## src/source/vec_macros.svh

```systemverilog
`ifndef VEC_MACROS_SVH
`define VEC_MACROS_SVH

// cartridge space is 32 KiB of bytes.
`define CART_AW 15
`define DATA_W 8

// the console delivers a 10-bit unsigned audio sample.
`define AUDIO_W 10

// analogue pot levels seen by the console for a digital stick.
`define POT_CENTER 8'h00
`define POT_HIGH 8'h7F
`define POT_LOW 8'h80

// console reset is stretched this many clocks past the end of a download.
`define RESET_HOLD 16

`endif

```

## src/source/cart_pkg.sv

```systemverilog
`default_nettype none

`include "vec_macros.svh"

package cart_pkg;

	// operation presented to the cartridge memory in one cycle.
	typedef enum logic [1:0] {
		mem_idle,
		mem_read,
		mem_write
	} mem_op_e;

	// peer that owns the memory port in one cycle.
	typedef enum logic [1:0] {
		own_none,
		own_loader,
		own_console
	} owner_e;

	typedef logic [`CART_AW-1:0] cart_addr_t;

endpackage

`default_nettype wire

```

## src/source/cart_port.sv

```systemverilog
`timescale 1ns/10ps
`default_nettype none

`include "vec_macros.svh"

module cart_port import cart_pkg::*; (
	input  logic               clk_sys,
	input  logic               rst,
	input  logic               cart_rd,
	input  cart_addr_t         cart_addr,
	input  logic               con_grant,
	input  logic               rd_done,
	input  logic [`DATA_W-1:0] rd_data,
	output logic               con_req,
	output cart_addr_t         con_addr,
	output logic [`DATA_W-1:0] cart_do,
	output logic               cart_valid
);

	logic               pending;
	cart_addr_t         held_addr;
	logic [`DATA_W-1:0] do_q;

	// a read that loses to a loader write is kept until it gets the memory.
	always_ff @(posedge clk_sys) begin
		if (rst) begin
			pending <= 1'b0;
		end else if (con_grant) begin
			pending <= 1'b0;
		end else if (cart_rd) begin
			pending <= 1'b1;
		end
	end

	always_ff @(posedge clk_sys) begin
		if (cart_rd) begin
			held_addr <= cart_addr;
		end
		if (rd_done) begin
			do_q <= rd_data;
		end
	end

	assign con_req  = cart_rd | pending;
	assign con_addr = pending ? held_addr : cart_addr;

	// the byte is live in the valid cycle and held from then on.
	assign cart_valid = rd_done;
	assign cart_do    = rd_done ? rd_data : do_q;

endmodule

`default_nettype wire

```

## config.mk

```make
export PLATFORM = sky130hd
export DESIGN_NAME = cart_port
export DESIGN_NICKNAME = d
export VERILOG_FILES = /design/src/source/cart_pkg.sv /design/src/source/cart_port.sv
export VERILOG_INCLUDE_DIRS = /design/src /design/src/source
export SDC_FILE = /design/constraint.sdc
export NUM_CORES = 1
export LEC_CHECK = 0
export BUFFER_PORTS_ARGS = -buffer_cell sky130_fd_sc_hd__buf_2
export CAP_MARGIN = 20
export CORE_MARGIN = 4
export CORE_UTILIZATION = 39
export CTS_CLUSTER_DIAMETER = 120
export DETAILED_ROUTE_END_ITERATION = 8
export PLACE_DENSITY = 0.74
export SYNTH_ARGS = -nofsm -noshare
export SYNTH_HDL_FRONTEND = slang
export SYNTH_SLANG_ARGS = --single-unit
```

## constraint.sdc

```tcl
create_clock -name clk_sys -period 1.5 [get_ports clk_sys]
set_clock_uncertainty 0.2 [all_clocks]
set_input_delay 0.45 -clock clk_sys [delete_from_list [all_inputs] [get_ports clk_sys]]
set_output_delay 0.45 -clock clk_sys [all_outputs]
set_load 0.05 [all_outputs]
```

==> results of run 1 <==
how the worst max path moves through the flow:
stage / slack (ns) / cells past startpoint / end / from
final: -0.47 / 3 / con_addr[9] / pending$_SDFFE_PP0P_
after global routing: -0.53 / 3 / con_addr[6] / pending$_SDFFE_PP0P_
after CTS: -0.49 / 3 / con_addr[11] / pending$_SDFFE_PP0P_
after detailed placement: -0.40 / 3 / cart_do[6] / rd_done
after global placement: -0.38 / 3 / cart_do[6] / rd_done
after floorplan: -0.1 / 2 / cart_do[0] / rd_done
routing by layer:
layer | vias up | part of all wire | GRT usage | wire length [um]
met4 | 0 | 0.0049 | 0.0298 | 10
met2 | 33 | 0.49 | 0.224 | 998
li1 | 308 | - | - | -
met3 | 2 | 0.098 | 0.0445 | 200
met1 | 306 | 0.41 | 0.160 | 838
met5 | - | 0 | 0 | 0
kinds of logic after synthesis:
family        synth area share
flops                    0.640
mux                      0.301
buf+inv                 0.0445
simple gates            0.0140
placed cells by master (no fill, tap or decap), drive strengths merged:
master / instances
buf: 56
clkbuf: 4
dfxtp: 9
edfxtp: 15
mux2: 23
nor3b: 1
or2: 1
area by class of cell:
type | count | area, um^2 | share of cell area
sequential | 24 | 634 | 0.404
timing repair buffer | 56 | 504 | 0.321
multi-input combinational | 25 | 362 | 0.230
clock buffer | 4 | 36.3 | 0.0231
tap | 28 | 35.0 | 0.0223
power groups by stage:
stage,Sequential [uW],Clock (uW),Combinational (uW)
finish,779,330,535
floorplan,786,0,341
detailed placement,793,0,434
global placement,790,0,427
global route,786,369,557
CTS,780,345,537
stage by stage:
step                      utilization  hold WS, ns  cells  worst slack (ns)
final                           0.684       0.0805    137            -0.474
after global routing            0.684       0.0657    137            -0.525
after CTS                       0.682       0.0675    137            -0.494
after detailed placement        0.574        0.256    132            -0.402
after global placement          0.574        0.255    132            -0.383
after floorplan                     -        0.318     53           -0.0991
worst reg2reg max path, stage by stage (launching register included):
cell,delay (ns)
sky130_fd_sc_hd__dfxtp_4,0.40
sky130_fd_sc_hd__buf_6,0.13
sky130_fd_sc_hd__or2_4,0.23
sky130_fd_sc_hd__nor3b_1,0.13
sequential cells by signal (all words and copies together) (netlist names):
| signal | flops |
|---|---|
| held_addr | 15 |
| pending | 1 |
| do_q | 8 |
timing repair:
| action | CTS | global route |
|---|---|---|
| cloned | 1 | 0 |
| resized for setup | 60 | 1 |
| buffers inserted | 0 | 0 |
| endpoints found under the hold margin | 0 | 0 |
| setup endpoints to repair | 25 | 24 |
| pin swaps | 1 | 0 |
==> insert_results.sql, run 1 <==
INSERT INTO impl_metrics (metric_group, metric, value, unit) VALUES
('run_status', 'outcome', 'finished, violations left', ''),
('run_status', 'violations', 'setup timing', ''),
('min_path', 'hp-start', 'con_grant', ''),
('cts', 'cts_buffer_depth', '2', ''),
('worst_setup_path', 'critical_path_class', 'reg2out', ''),
('cts', 'tritoncts', 'built', ''),
('routing', 'first_iteration_detailed_routing_drc_count', '2', ''),
('power_and_ir_drop', 'p_seq_frac', '0.474', ''),
('timing', 'final.setup.tns', '-8.94', 'ns'),
('power_and_ir_drop', 'report.power.total', '1640', 'uW'),
('worst_setup_path', 'worstSetupStartpointType', 'register', ''),
('cts', 'clkSinkCount', '24', ''),
('timing', 'fin_max_slew_vios', '0', ''),
('synth', 'synthCells', '53', ''),
('min_path', 'hold_path_depth', '2', ''),
('floorplanning', 'io-pin-count', '53', ''),
('timing', 'slew_headroom', '0.866', ''),
('timing', 'achievable-frequency', '507', 'MHz'),
('worst_setup_path', 'r2r_setup_slack', '0.32', 'ns'),
('cts', 'clk_latency', '0.30', 'ns'),
('floorplanning', 'start_util', '0.429', ''),
('worst_setup_path', 'critical_path.cell_chain', 'buf_12 > mux2_4 > buf_8', ''),
('layout', 'antenna_cells', '0', ''),
('synth', 'count_of_yosys_warnings_during_synthesis', '0', ''),
('layout', 'area_growth_syn_to_layout', '59.6', '%'),
('grt', 'number_of_antenna_violations_at_the_first_check_in_global_routing', '0', ''),
('worst_setup_path', 'worst-path-buf-inv', '2', ''),
('worst_setup_path', 'r2r_start', 'pending$_SDFFE_PP0P_', ''),
('timing', 'final_report_hold_violation_count', '0', ''),
('worst_setup_path', 'worst_path_largest_cell_delay', '0.42', 'ns'),
('power_and_ir_drop', 'power_report.internal_total', '1150', 'uW'),
('synth', 'netlist-cell-type-count', '10', ''),
('floorplanning', 'die_height', '58.2', 'um'),
('timing', 'least_setup_slack_across_all_paths_after_layout', '-0.474', 'ns'),
('timing', 'rsz0062_at_grt', 'yes', ''),
('synth', 'netlist.top_cell.by_area', 'sky130_fd_sc_hd__edfxtp_1', ''),
('min_path', 'tightest_hold_check_type', 'in2reg', ''),
('floorplanning', 'floorplan.rows', '17', ''),
('grt', 'grt_first_pass_wirelength', '3.39', 'mm'),
('timing', 'timing.final.crit_period', '1.97', 'ns'),
('routing', 'drc', '0', ''),
('cts', 'cts_max_level', '1', ''),
('floorplanning', 'placeableCoreArea', '2300', 'um^2'),
('layout', 'final_nets', '138', ''),
('worst_setup_path', 'critPathCaptureType', 'output pin', ''),
('synth', 'synth.cells.most_frequent', 'sky130_fd_sc_hd__edfxtp_1, sky130_fd_sc_hd__mux2_2, sky130_fd_sc_hd__mux2_4', ''),
('layout', 'finish.instance_area', '1570', 'um^2'),
('routing', 'drt-wirelength-per-cell', '14.9', 'um'),
('grt', 'largest_net_degree_at_the_start_of_global_routing', '16', ''),
('synth', 'synth.yosys.seq_area_share', '0.640', ''),
('power_and_ir_drop', 'p_switching', '498', 'uW'),
('worst_setup_path', 'critPathTopFamily', 'flip-flops', ''),
('cts', 'cts.root.buffer_cell', 'sky130_fd_sc_hd__clkbuf_4', ''),
('timing', 'worst_pin_slew', '0.200', 'ns'),
('placement', 'post_dp_cell_area', '1320', 'um^2'),
('routing', 'avgViaCountPerCell', '4.74', ''),
('power_and_ir_drop', 'power.switching_fraction', '0.303', ''),
('routing', 'detail_route.first_pass.iterations', '2', ''),
('grt', 'first_global_vias', '716', ''),
('placement', 'globalplace.congestion', '0.600', ''),
('synth', 'synth.most_common_cell', 'sky130_fd_sc_hd__edfxtp_1', ''),
('floorplanning', 'die_width', '58.2', 'um'),
('layout', 'layout-drive-gt1-share', '0.780', ''),
('worst_setup_path', 'critical_path_peak_fanout', '7', ''),
('cts', 'path_clk_slew', '0.12', 'ns'),
('timing', 'finalSetupViolCount', '24', ''),
('cts', 'hold_buffers', '0', ''),
('worst_setup_path', 'worst_ep_required_time', '0.85', 'ns'),
('synth', 'number_of_flops_mapped_to_enable_cells_by_yosys', '15', ''),
('synth', 'synth_area_leaders', 'sky130_fd_sc_hd__edfxtp_1, sky130_fd_sc_hd__dfxtp_1, sky130_fd_sc_hd__mux2_4', ''),
('synth', 'total_of_flip_flops_plus_latches_after_synthesis', '24', '');
No activity file was read; power rests on OpenSTA's default activity.
==> run 2, diff against run 1 <==
- ABC_AREA: default -> 1
==> insert_results.sql, run 2 <==
INSERT INTO impl_metrics (metric_group, metric, value, unit) VALUES
('run_status', 'outcome', 'finished, violations left', ''),
('run_status', 'violations', 'setup timing', ''),
('cts', 'cts_buffer_depth', '2', ''),
('layout', 'layout.cells.most_common', 'sky130_fd_sc_hd__nand2_2', ''),
('floorplanning', 'die_height', '58.4', 'um'),
('floorplanning', 'io-pin-count', '53', ''),
('job', 'drv.max_cap_violation_count', '0', ''),
('grt', 'largest_net_degree_at_the_start_of_global_routing', '16', ''),
('worst_setup_path', 'worst-path-buf-inv', '2', ''),
('routing', 'drc', '0', ''),
('synth', 'synth.cells.most_frequent', 'sky130_fd_sc_hd__nand2_1, sky130_fd_sc_hd__edfxtp_1, sky130_fd_sc_hd__dfxtp_1', ''),
('routing', 'ant_nets', '0', ''),
('routing', 'overall_via_count_from_detail_route', '954', ''),
('worst_setup_path', 'critical_path.cell_chain', 'buf_8 > nand2_2 > nand2_2 > buf_8', ''),
('synth', 'synth.yosys.seq_area_share', '0.636', ''),
('worst_setup_path', 'critPathTopFamily', 'flip-flops', ''),
('timing', 'worst_hold_slack', '0.131', 'ns'),
('routing', 'drt-wirelength-per-cell', '13.8', 'um'),
('timing', 'achievable-frequency', '553', 'MHz'),
('worst_setup_path', 'r2r_start', 'pending$_SDFFE_PP0P_', ''),
('layout', 'area_growth_syn_to_layout', '103', '%'),
('timing', 'timing.final.crit_share', '1.21', ''),
('timing', 'rsz0062_at_grt', 'yes', ''),
('floorplanning', 'floorplan.rows', '18', ''),
('grt', 'grt_overflow', '0', ''),
('layout', 'fill_cells', '133', ''),
('layout', 'layout_top_registers', 'held_addr: 15 flops, do_q: 8 flops, pending: 1 flops', ''),
('routing', 'first_iteration_detailed_routing_drc_count', '26', ''),
('cts', 'tritoncts', 'built', ''),
('timing', 'timing.final.crit_period', '1.81', 'ns'),
('layout', 'largest-register', 'held_addr', ''),
('synth', 'synth.most_common_cell', 'sky130_fd_sc_hd__nand2_1', ''),
('layout', 'largest_reg_flops', '15', ''),
('synth', 'avgSynthCellArea', '9.36', 'um^2'),
('worst_setup_path', 'critPathArrivalTime', '1.16', 'ns'),
('worst_setup_path', 'worstSetupStartpoint', 'pending$_SDFFE_PP0P_', ''),
('synth', 'number_of_flops_mapped_to_enable_cells_by_yosys', '15', ''),
('layout', 'layout-drive-gt1-share', '0.802', ''),
('routing', 'drt_wl_total', '2.79', 'mm'),
('layout', 'mostFrequentLayoutCells', 'sky130_fd_sc_hd__nand2_2, sky130_fd_sc_hd__buf_2, sky130_fd_sc_hd__buf_8', ''),
('cts', 'cts_max_level', '1', ''),
('placement', 'io_buffer_count', '52', ''),
('grt', 'grt_first_pass_wirelength', '4.51', 'mm'),
('timing', 'final.setup.tns', '-5.56', 'ns'),
('cts', 'clk_latency', '0.30', 'ns'),
('worst_setup_path', 'critical_path_peak_fanout', '5', ''),
('routing', 'avgViaCountPerCell', '4.72', ''),
('timing', 'final_report_hold_violation_count', '0', ''),
('worst_setup_path', 'worstSetupStartpointType', 'register', ''),
('synth', 'netlist-cell-type-count', '12', ''),
('grt', 'grt_busiest_layer', 'met2', ''),
('min_path', 'tightest_hold_check_type', 'in2reg', ''),
('timing', 'least_setup_slack_across_all_paths_after_layout', '-0.310', 'ns'),
('worst_setup_path', 'worst_ep_required_time', '0.85', 'ns'),
('placement', 'detailedPlacementHpwl', '1.75', 'mm'),
('cts', 'hold_buffers', '0', ''),
('grt', 'number_of_antenna_violations_at_the_first_check_in_global_routing', '0', ''),
('floorplanning', 'fp.dieArea', '3420', 'um^2'),
('placement', 'globalplace.congestion', '0.650', ''),
('grt', 'gr-usage-met3', '0.0439', ''),
('worst_setup_path', 'worst_path_largest_cell_delay', '0.44', 'ns'),
('timing', 'finalSetupViolCount', '24', ''),
('cts', 'path_clk_slew', '0.13', 'ns'),
('grt', 'grt.met2_usage', '0.319', ''),
('floorplanning', 'placeableCoreArea', '2450', 'um^2'),
('synth', 'post-synth-top-area-fraction', '0.454', ''),
('synth', 'total_of_flip_flops_plus_latches_after_synthesis', '24', ''),
('timing', 'slew_headroom', '0.835', ''),
('timing', 'fin_max_slew_vios', '0', ''),
('synth', 'mapped_cell_area', '992', 'um^2'),
('synth', 'syn_nets', '134', ''),
('worst_setup_path', 'critical_path_class', 'reg2out', ''),
('cts', 'cts.root.buffer_cell', 'sky130_fd_sc_hd__clkbuf_4', ''),
('power_and_ir_drop', 'power.leakage', '0.000961', 'uW'),
('synth', 'count_of_yosys_warnings_during_synthesis', '0', ''),
('routing', 'detail_route.first_pass.iterations', '4', ''),
('synth', 'synth_area_leaders', 'sky130_fd_sc_hd__edfxtp_1, sky130_fd_sc_hd__nand2_1, sky130_fd_sc_hd__dfxtp_1', ''),
('grt', 'met1_usage', '0.196', ''),
('min_path', 'hp-start', 'cart_addr[0]', ''),
('synth', 'netlist.top_cell.by_area', 'sky130_fd_sc_hd__edfxtp_1', ''),
('grt', 'track_usage', '0.173', ''),
('power_and_ir_drop', 'worst_ir_drop_vdd', '733', 'uV'),
('grt', 'first_global_vias', '980', ''),
('power_and_ir_drop', 'power-per-cell-area', '891', 'nW/um^2'),
('worst_setup_path', 'critPathCaptureType', 'output pin', ''),
('worst_setup_path', 'worst_path_max_delay_cell', 'sky130_fd_sc_hd__dfxtp_4', ''),
('cts', 'cts_buf_count', '3', ''),
('timing', 'worst_pin_slew', '0.249', 'ns'),
('synth', 'async_flop_share', '0', ''),
('synth', 'synthCells', '106', ''),
('cts', 'clkSinkCount', '24', ''),
('floorplanning', 'start_util', '0.404', ''),
('layout', 'final_nets', '201', ''),
('floorplanning', 'die_width', '58.4', 'um'),
('layout', 'antenna_cells', '0', ''),
('synth', 'most_used_flip_flop_cell_after_synthesis', 'sky130_fd_sc_hd__edfxtp_1', '');
run 2: changes by cell type after synthesis, sizes merged, moves of 2 or more:
| cell | change |
|---|---|
| nand2 | +70 |
| mux2 | -23 |
| nor2 | +2 |
| inv | +5 |
run 2: metal layers:
layer / part of all wire / wire (um)
met4: 0.011 / 31
met5: 0 / 0
met1: 0.38 / 1070
met3: 0.084 / 233
met2: 0.52 / 1450
run 2: kinds of logic (layout without fill, tap and decap cells):
logic type | Yosys count | in the layout | synth area share
simple gates | 72 | 72 | 0.285
flops | 24 | 24 | 0.636
buf+inv | 10 | 76 | 0.0794
run 2: final timing paths:
kind	endpoint	depth (start not counted)	slack [ns]
setup reg to reg	pending$_SDFFE_PP0P_	5	0.30
hold / removal	held_addr[0]$_DFFE_PP_	1	0.13
hold reg to reg	do_q[4]$_DFF_P_	2	0.27
setup / recovery	con_addr[2]	4	-0.31
run 2: cell type report:
class / count / area [um^2] / share of cell area
Clock buffer: 4 / 36.3 / 0.0180
Multi-Input combinational cell: 72 / 578 / 0.286
Inverter: 5 / 42.5 / 0.0211
Sequential cell: 24 / 649 / 0.322
Timing Repair Buffer: 67 / 674 / 0.334
Tap cell: 30 / 37.5 / 0.0186
run 2: what timing repair did:
| item | in CTS | in global routing |
|---|---|---|
| resized for setup | 111 | 23 |
| buffers inserted | 3 | 1 |
| cloned | 2 | 0 |
| hold endpoints to repair | 0 | 0 |
| setup endpoints to repair | 25 | 24 |
| pin swaps | 14 | 12 |
run 2: power by group:
group          internal [uW]  switching, uW
Combinational            282            384
Sequential               761           38.1
Clock                    148            185
Total                   1190            607
run 2: metrics by stage:
| stage | util | setup WS, ns | power [uW] | instances | instance area [um^2] |
|---|---|---|---|---|---|
| floorplan | - | -0.0404 | 1140 | 106 | 1180 |
| finish | 0.822 | -0.310 | 1800 | 202 | 2020 |
| global route | 0.822 | -0.373 | 1880 | 202 | 2020 |
| detailed placement | 0.604 | -0.372 | 1260 | 192 | 1480 |
| global placement | 0.604 | -0.324 | 1250 | 192 | 1480 |
| CTS | 0.791 | -0.311 | 1770 | 201 | 1940 |
==> run 3, diff against run 2 <==
--- a/constraint.sdc
+++ b/constraint.sdc
@@ -3,3 +3,3 @@
 set_input_delay 0.45 -clock clk_sys [delete_from_list [all_inputs] [get_ports clk_sys]]
 set_output_delay 0.45 -clock clk_sys [all_outputs]
-set_load 0.05 [all_outputs]
+set_load 0.01 [all_outputs]
==> insert_results.sql, run 3 (synthesis gave the netlist of run 2 again) <==
INSERT INTO impl_metrics (metric_group, metric, value, unit) VALUES
('grt', 'first_global_vias', '844', ''),
('power_and_ir_drop', 'p_seq_frac', '0.558', ''),
('timing', 'finalSetupViolCount', '24', ''),
('cts', 'cts_max_level', '1', ''),
('routing', 'detail_route.first_pass.iterations', '4', ''),
('layout', 'final_nets', '199', ''),
('floorplanning', 'fp.dieArea', '3420', 'um^2'),
('worst_setup_path', 'worst_path_largest_cell_delay', '0.42', 'ns'),
('power_and_ir_drop', 'worst_ir_drop_vdd', '633', 'uV'),
('timing', 'final_report_hold_violation_count', '0', ''),
('run_status', 'violations', 'setup timing', ''),
('timing', 'final.setup.tns', '-4.82', 'ns'),
('timing', 'timing.final.crit_period', '1.81', 'ns'),
('timing', 'achievable-frequency', '553', 'MHz'),
('routing', 'avgViaCountPerCell', '4.51', ''),
('worst_setup_path', 'critPathArrivalTime', '1.16', 'ns'),
('timing', 'worst_pin_slew', '0.183', 'ns'),
('cts', 'clkSinkCount', '24', ''),
('timing', 'fin_max_slew_vios', '0', ''),
('layout', 'antenna_cells', '0', ''),
('floorplanning', 'floorplan.rows', '18', ''),
('grt', 'grt_first_pass_wirelength', '3.72', 'mm'),
('routing', 'overall_via_count_from_detail_route', '902', ''),
('placement', 'detailedPlacementHpwl', '1.55', 'mm'),
('floorplanning', 'placeableCoreArea', '2450', 'um^2'),
('cts', 'cts.root.buffer_cell', 'sky130_fd_sc_hd__clkbuf_4', ''),
('grt', 'track_usage', '0.143', ''),
('floorplanning', 'io-pin-count', '53', ''),
('worst_setup_path', 'most_used_cell_along_the_critical_path', 'sky130_fd_sc_hd__nand2_1', ''),
('routing', 'drt_wl_total', '2.53', 'mm'),
('routing', 'ant_nets', '0', ''),
('cts', 'tritoncts', 'built', ''),
('cts', 'hold_buffers', '0', ''),
('worst_setup_path', 'critPathCaptureType', 'output pin', ''),
('floorplanning', 'die_width', '58.4', 'um'),
('power_and_ir_drop', 'clock_power_share', '0.197', ''),
('layout', 'fill_cells', '203', ''),
('worst_setup_path', 'worstSetupStartpointType', 'register', ''),
('layout', 'mostFrequentLayoutCells', 'sky130_fd_sc_hd__buf_2, sky130_fd_sc_hd__nand2_1, sky130_fd_sc_hd__nand2_2', ''),
('placement', 'io_buffer_count', '52', ''),
('worst_setup_path', 'critical_path_peak_fanout', '8', ''),
('worst_setup_path', 'worst_path_max_delay_cell', 'sky130_fd_sc_hd__dfxtp_4', ''),
('timing', 'least_setup_slack_across_all_paths_after_layout', '-0.309', 'ns'),
('placement', 'post_dp_cell_area', '1260', 'um^2'),
('power_and_ir_drop', 'power.switching_fraction', '0.253', ''),
('layout', 'largest-register', 'held_addr', ''),
('power_and_ir_drop', 'report.power.total', '1400', 'uW'),
('cts', 'cts_buf_count', '3', ''),
('cts', 'cts_buffer_depth', '2', ''),
('power_and_ir_drop', 'power.combinational.fraction', '0.244', ''),
('worst_setup_path', 'worst_ep_required_time', '0.85', 'ns'),
('layout', 'layout_top_registers', 'held_addr: 15 flops, do_q: 8 flops, pending: 1 flops', ''),
('power_and_ir_drop', 'power.leakage', '0.000801', 'uW'),
('cts', 'clk_latency', '0.30', 'ns'),
('power_and_ir_drop', 'power-per-cell-area', '862', 'nW/um^2'),
('grt', 'largest_net_degree_at_the_start_of_global_routing', '17', ''),
('layout', 'layout-drive-gt1-share', '0.647', ''),
('worst_setup_path', 'critical_path.cell_chain', 'buf_12 > inv_16 > nand2_1 > nand2_1 > buf_2', ''),
('timing', 'timing.final.crit_share', '1.21', ''),
('grt', 'grt_overflow', '0', ''),
('layout', 'largest_reg_flops', '15', ''),
('min_path', 'tightest_hold_check_type', 'in2reg', ''),
('job', 'drv.max_cap_violation_count', '0', ''),
('routing', 'first_iteration_detailed_routing_drc_count', '28', ''),
('layout', 'layout.cells.most_common', 'sky130_fd_sc_hd__buf_2', ''),
('placement', 'globalplace.congestion', '0.711', ''),
('power_and_ir_drop', 'power_report.internal_total', '1040', 'uW'),
('grt', 'number_of_antenna_violations_at_the_first_check_in_global_routing', '0', ''),
('floorplanning', 'start_util', '0.404', ''),
('worst_setup_path', 'critical_path_class', 'reg2out', ''),
('floorplanning', 'die_height', '58.4', 'um'),
('power_and_ir_drop', 'p_switching', '354', 'uW'),
('layout', 'finish.instance_area', '1620', 'um^2'),
('routing', 'drt-wirelength-per-cell', '12.7', 'um'),
('run_status', 'outcome', 'finished, violations left', ''),
('timing', 'slew_headroom', '0.878', ''),
('timing', 'rsz0062_at_grt', 'yes', ''),
('layout', 'area_growth_syn_to_layout', '63.6', '%'),
('cts', 'path_clk_slew', '0.12', 'ns'),
('routing', 'drc', '0', '');
[run 3: cell count changes in the layout (fill, tap and decap cells not counted), moves of 2 or more]
cell	previous run	this run
sky130_fd_sc_hd__nand2_1	16	39
sky130_fd_sc_hd__nand2_8	4	0
sky130_fd_sc_hd__buf_2	27	40
sky130_fd_sc_hd__nand2_4	22	1
sky130_fd_sc_hd__dfxtp_4	3	1
sky130_fd_sc_hd__buf_6	3	11
sky130_fd_sc_hd__clkbuf_16	0	2
sky130_fd_sc_hd__buf_8	26	0
sky130_fd_sc_hd__nand2_2	28	30
[run 3: cell type report]
cell class                      count  area (um^2)  share of cell area
Sequential cell                    24          643               0.396
Timing Repair Buffer               64          502               0.309
Inverter                            5         42.5              0.0262
Clock buffer                        4         26.3              0.0162
Tap cell                           30         37.5              0.0231
Timing Repair inverter              1         11.3             0.00694
Multi-Input combinational cell     72          360               0.222
[run 3: per-layer routing]
metal | part of all wire | global-route usage | vias up
met5 | 0 | 0 | -
met4 | 0.0040 | 0.0497 | 0
met3 | 0.097 | 0.0351 | 2
met2 | 0.49 | 0.228 | 42
met1 | 0.41 | 0.189 | 400
li1 | - | - | 458
[run 3: power by group through the flow]
| stage | logic [uW] | registers (uW) | clock network, uW |
|---|---|---|---|
| final | 341 | 781 | 276 |
| after global routing | 373 | 786 | 317 |
| after CTS | 275 | 778 | 282 |
| after detailed placement | 220 | 787 | 0 |
| after global placement | 216 | 786 | 0 |
| after floorplan | 115 | 783 | 0 |
[run 3: what timing repair did]
item                                    CTS  global route
hold endpoints to repair                  0             0
setup buffers                             6             1
gates cloned                              1             3
gates resized for setup                  31            31
endpoints found under the setup margin   24            24
pin swaps                                12            10
[run 3: stage by stage]
stage	util	cells	setup slack, ns	hold slack [ns]
global route	0.661	200	-0.380	0.110
global placement	0.514	185	-0.122	0.225
finish	0.661	200	-0.309	0.133
CTS	0.589	196	-0.289	0.125
floorplan	-	106	0.000989	0.278
detailed placement	0.514	185	-0.158	0.228
[run 3: final timing paths]
| path | from | end | slack [ns] | cells past startpoint |
|---|---|---|---|---|
| hold reg to reg | do_q[0]$_DFF_P_ | do_q[0]$_DFF_P_ | 0.26 | 2 |
| setup reg to reg | do_q[2]$_DFF_P_ | do_q[2]$_DFF_P_ | 0.05 | 8 |
| hold / removal | cart_addr[1] | held_addr[1]$_DFFE_PP_ | 0.13 | 1 |
| setup / recovery | pending$_SDFFE_PP0P_ | con_addr[14] | -0.31 | 5 |
[run 3: critical path, delay by kind of cell (launching register included)]
family / cells / cell delay (ns)
DFF: 1 / 0.42
and+or+nand+nor: 2 / 0.10
buffers and inverters: 3 / 0.34
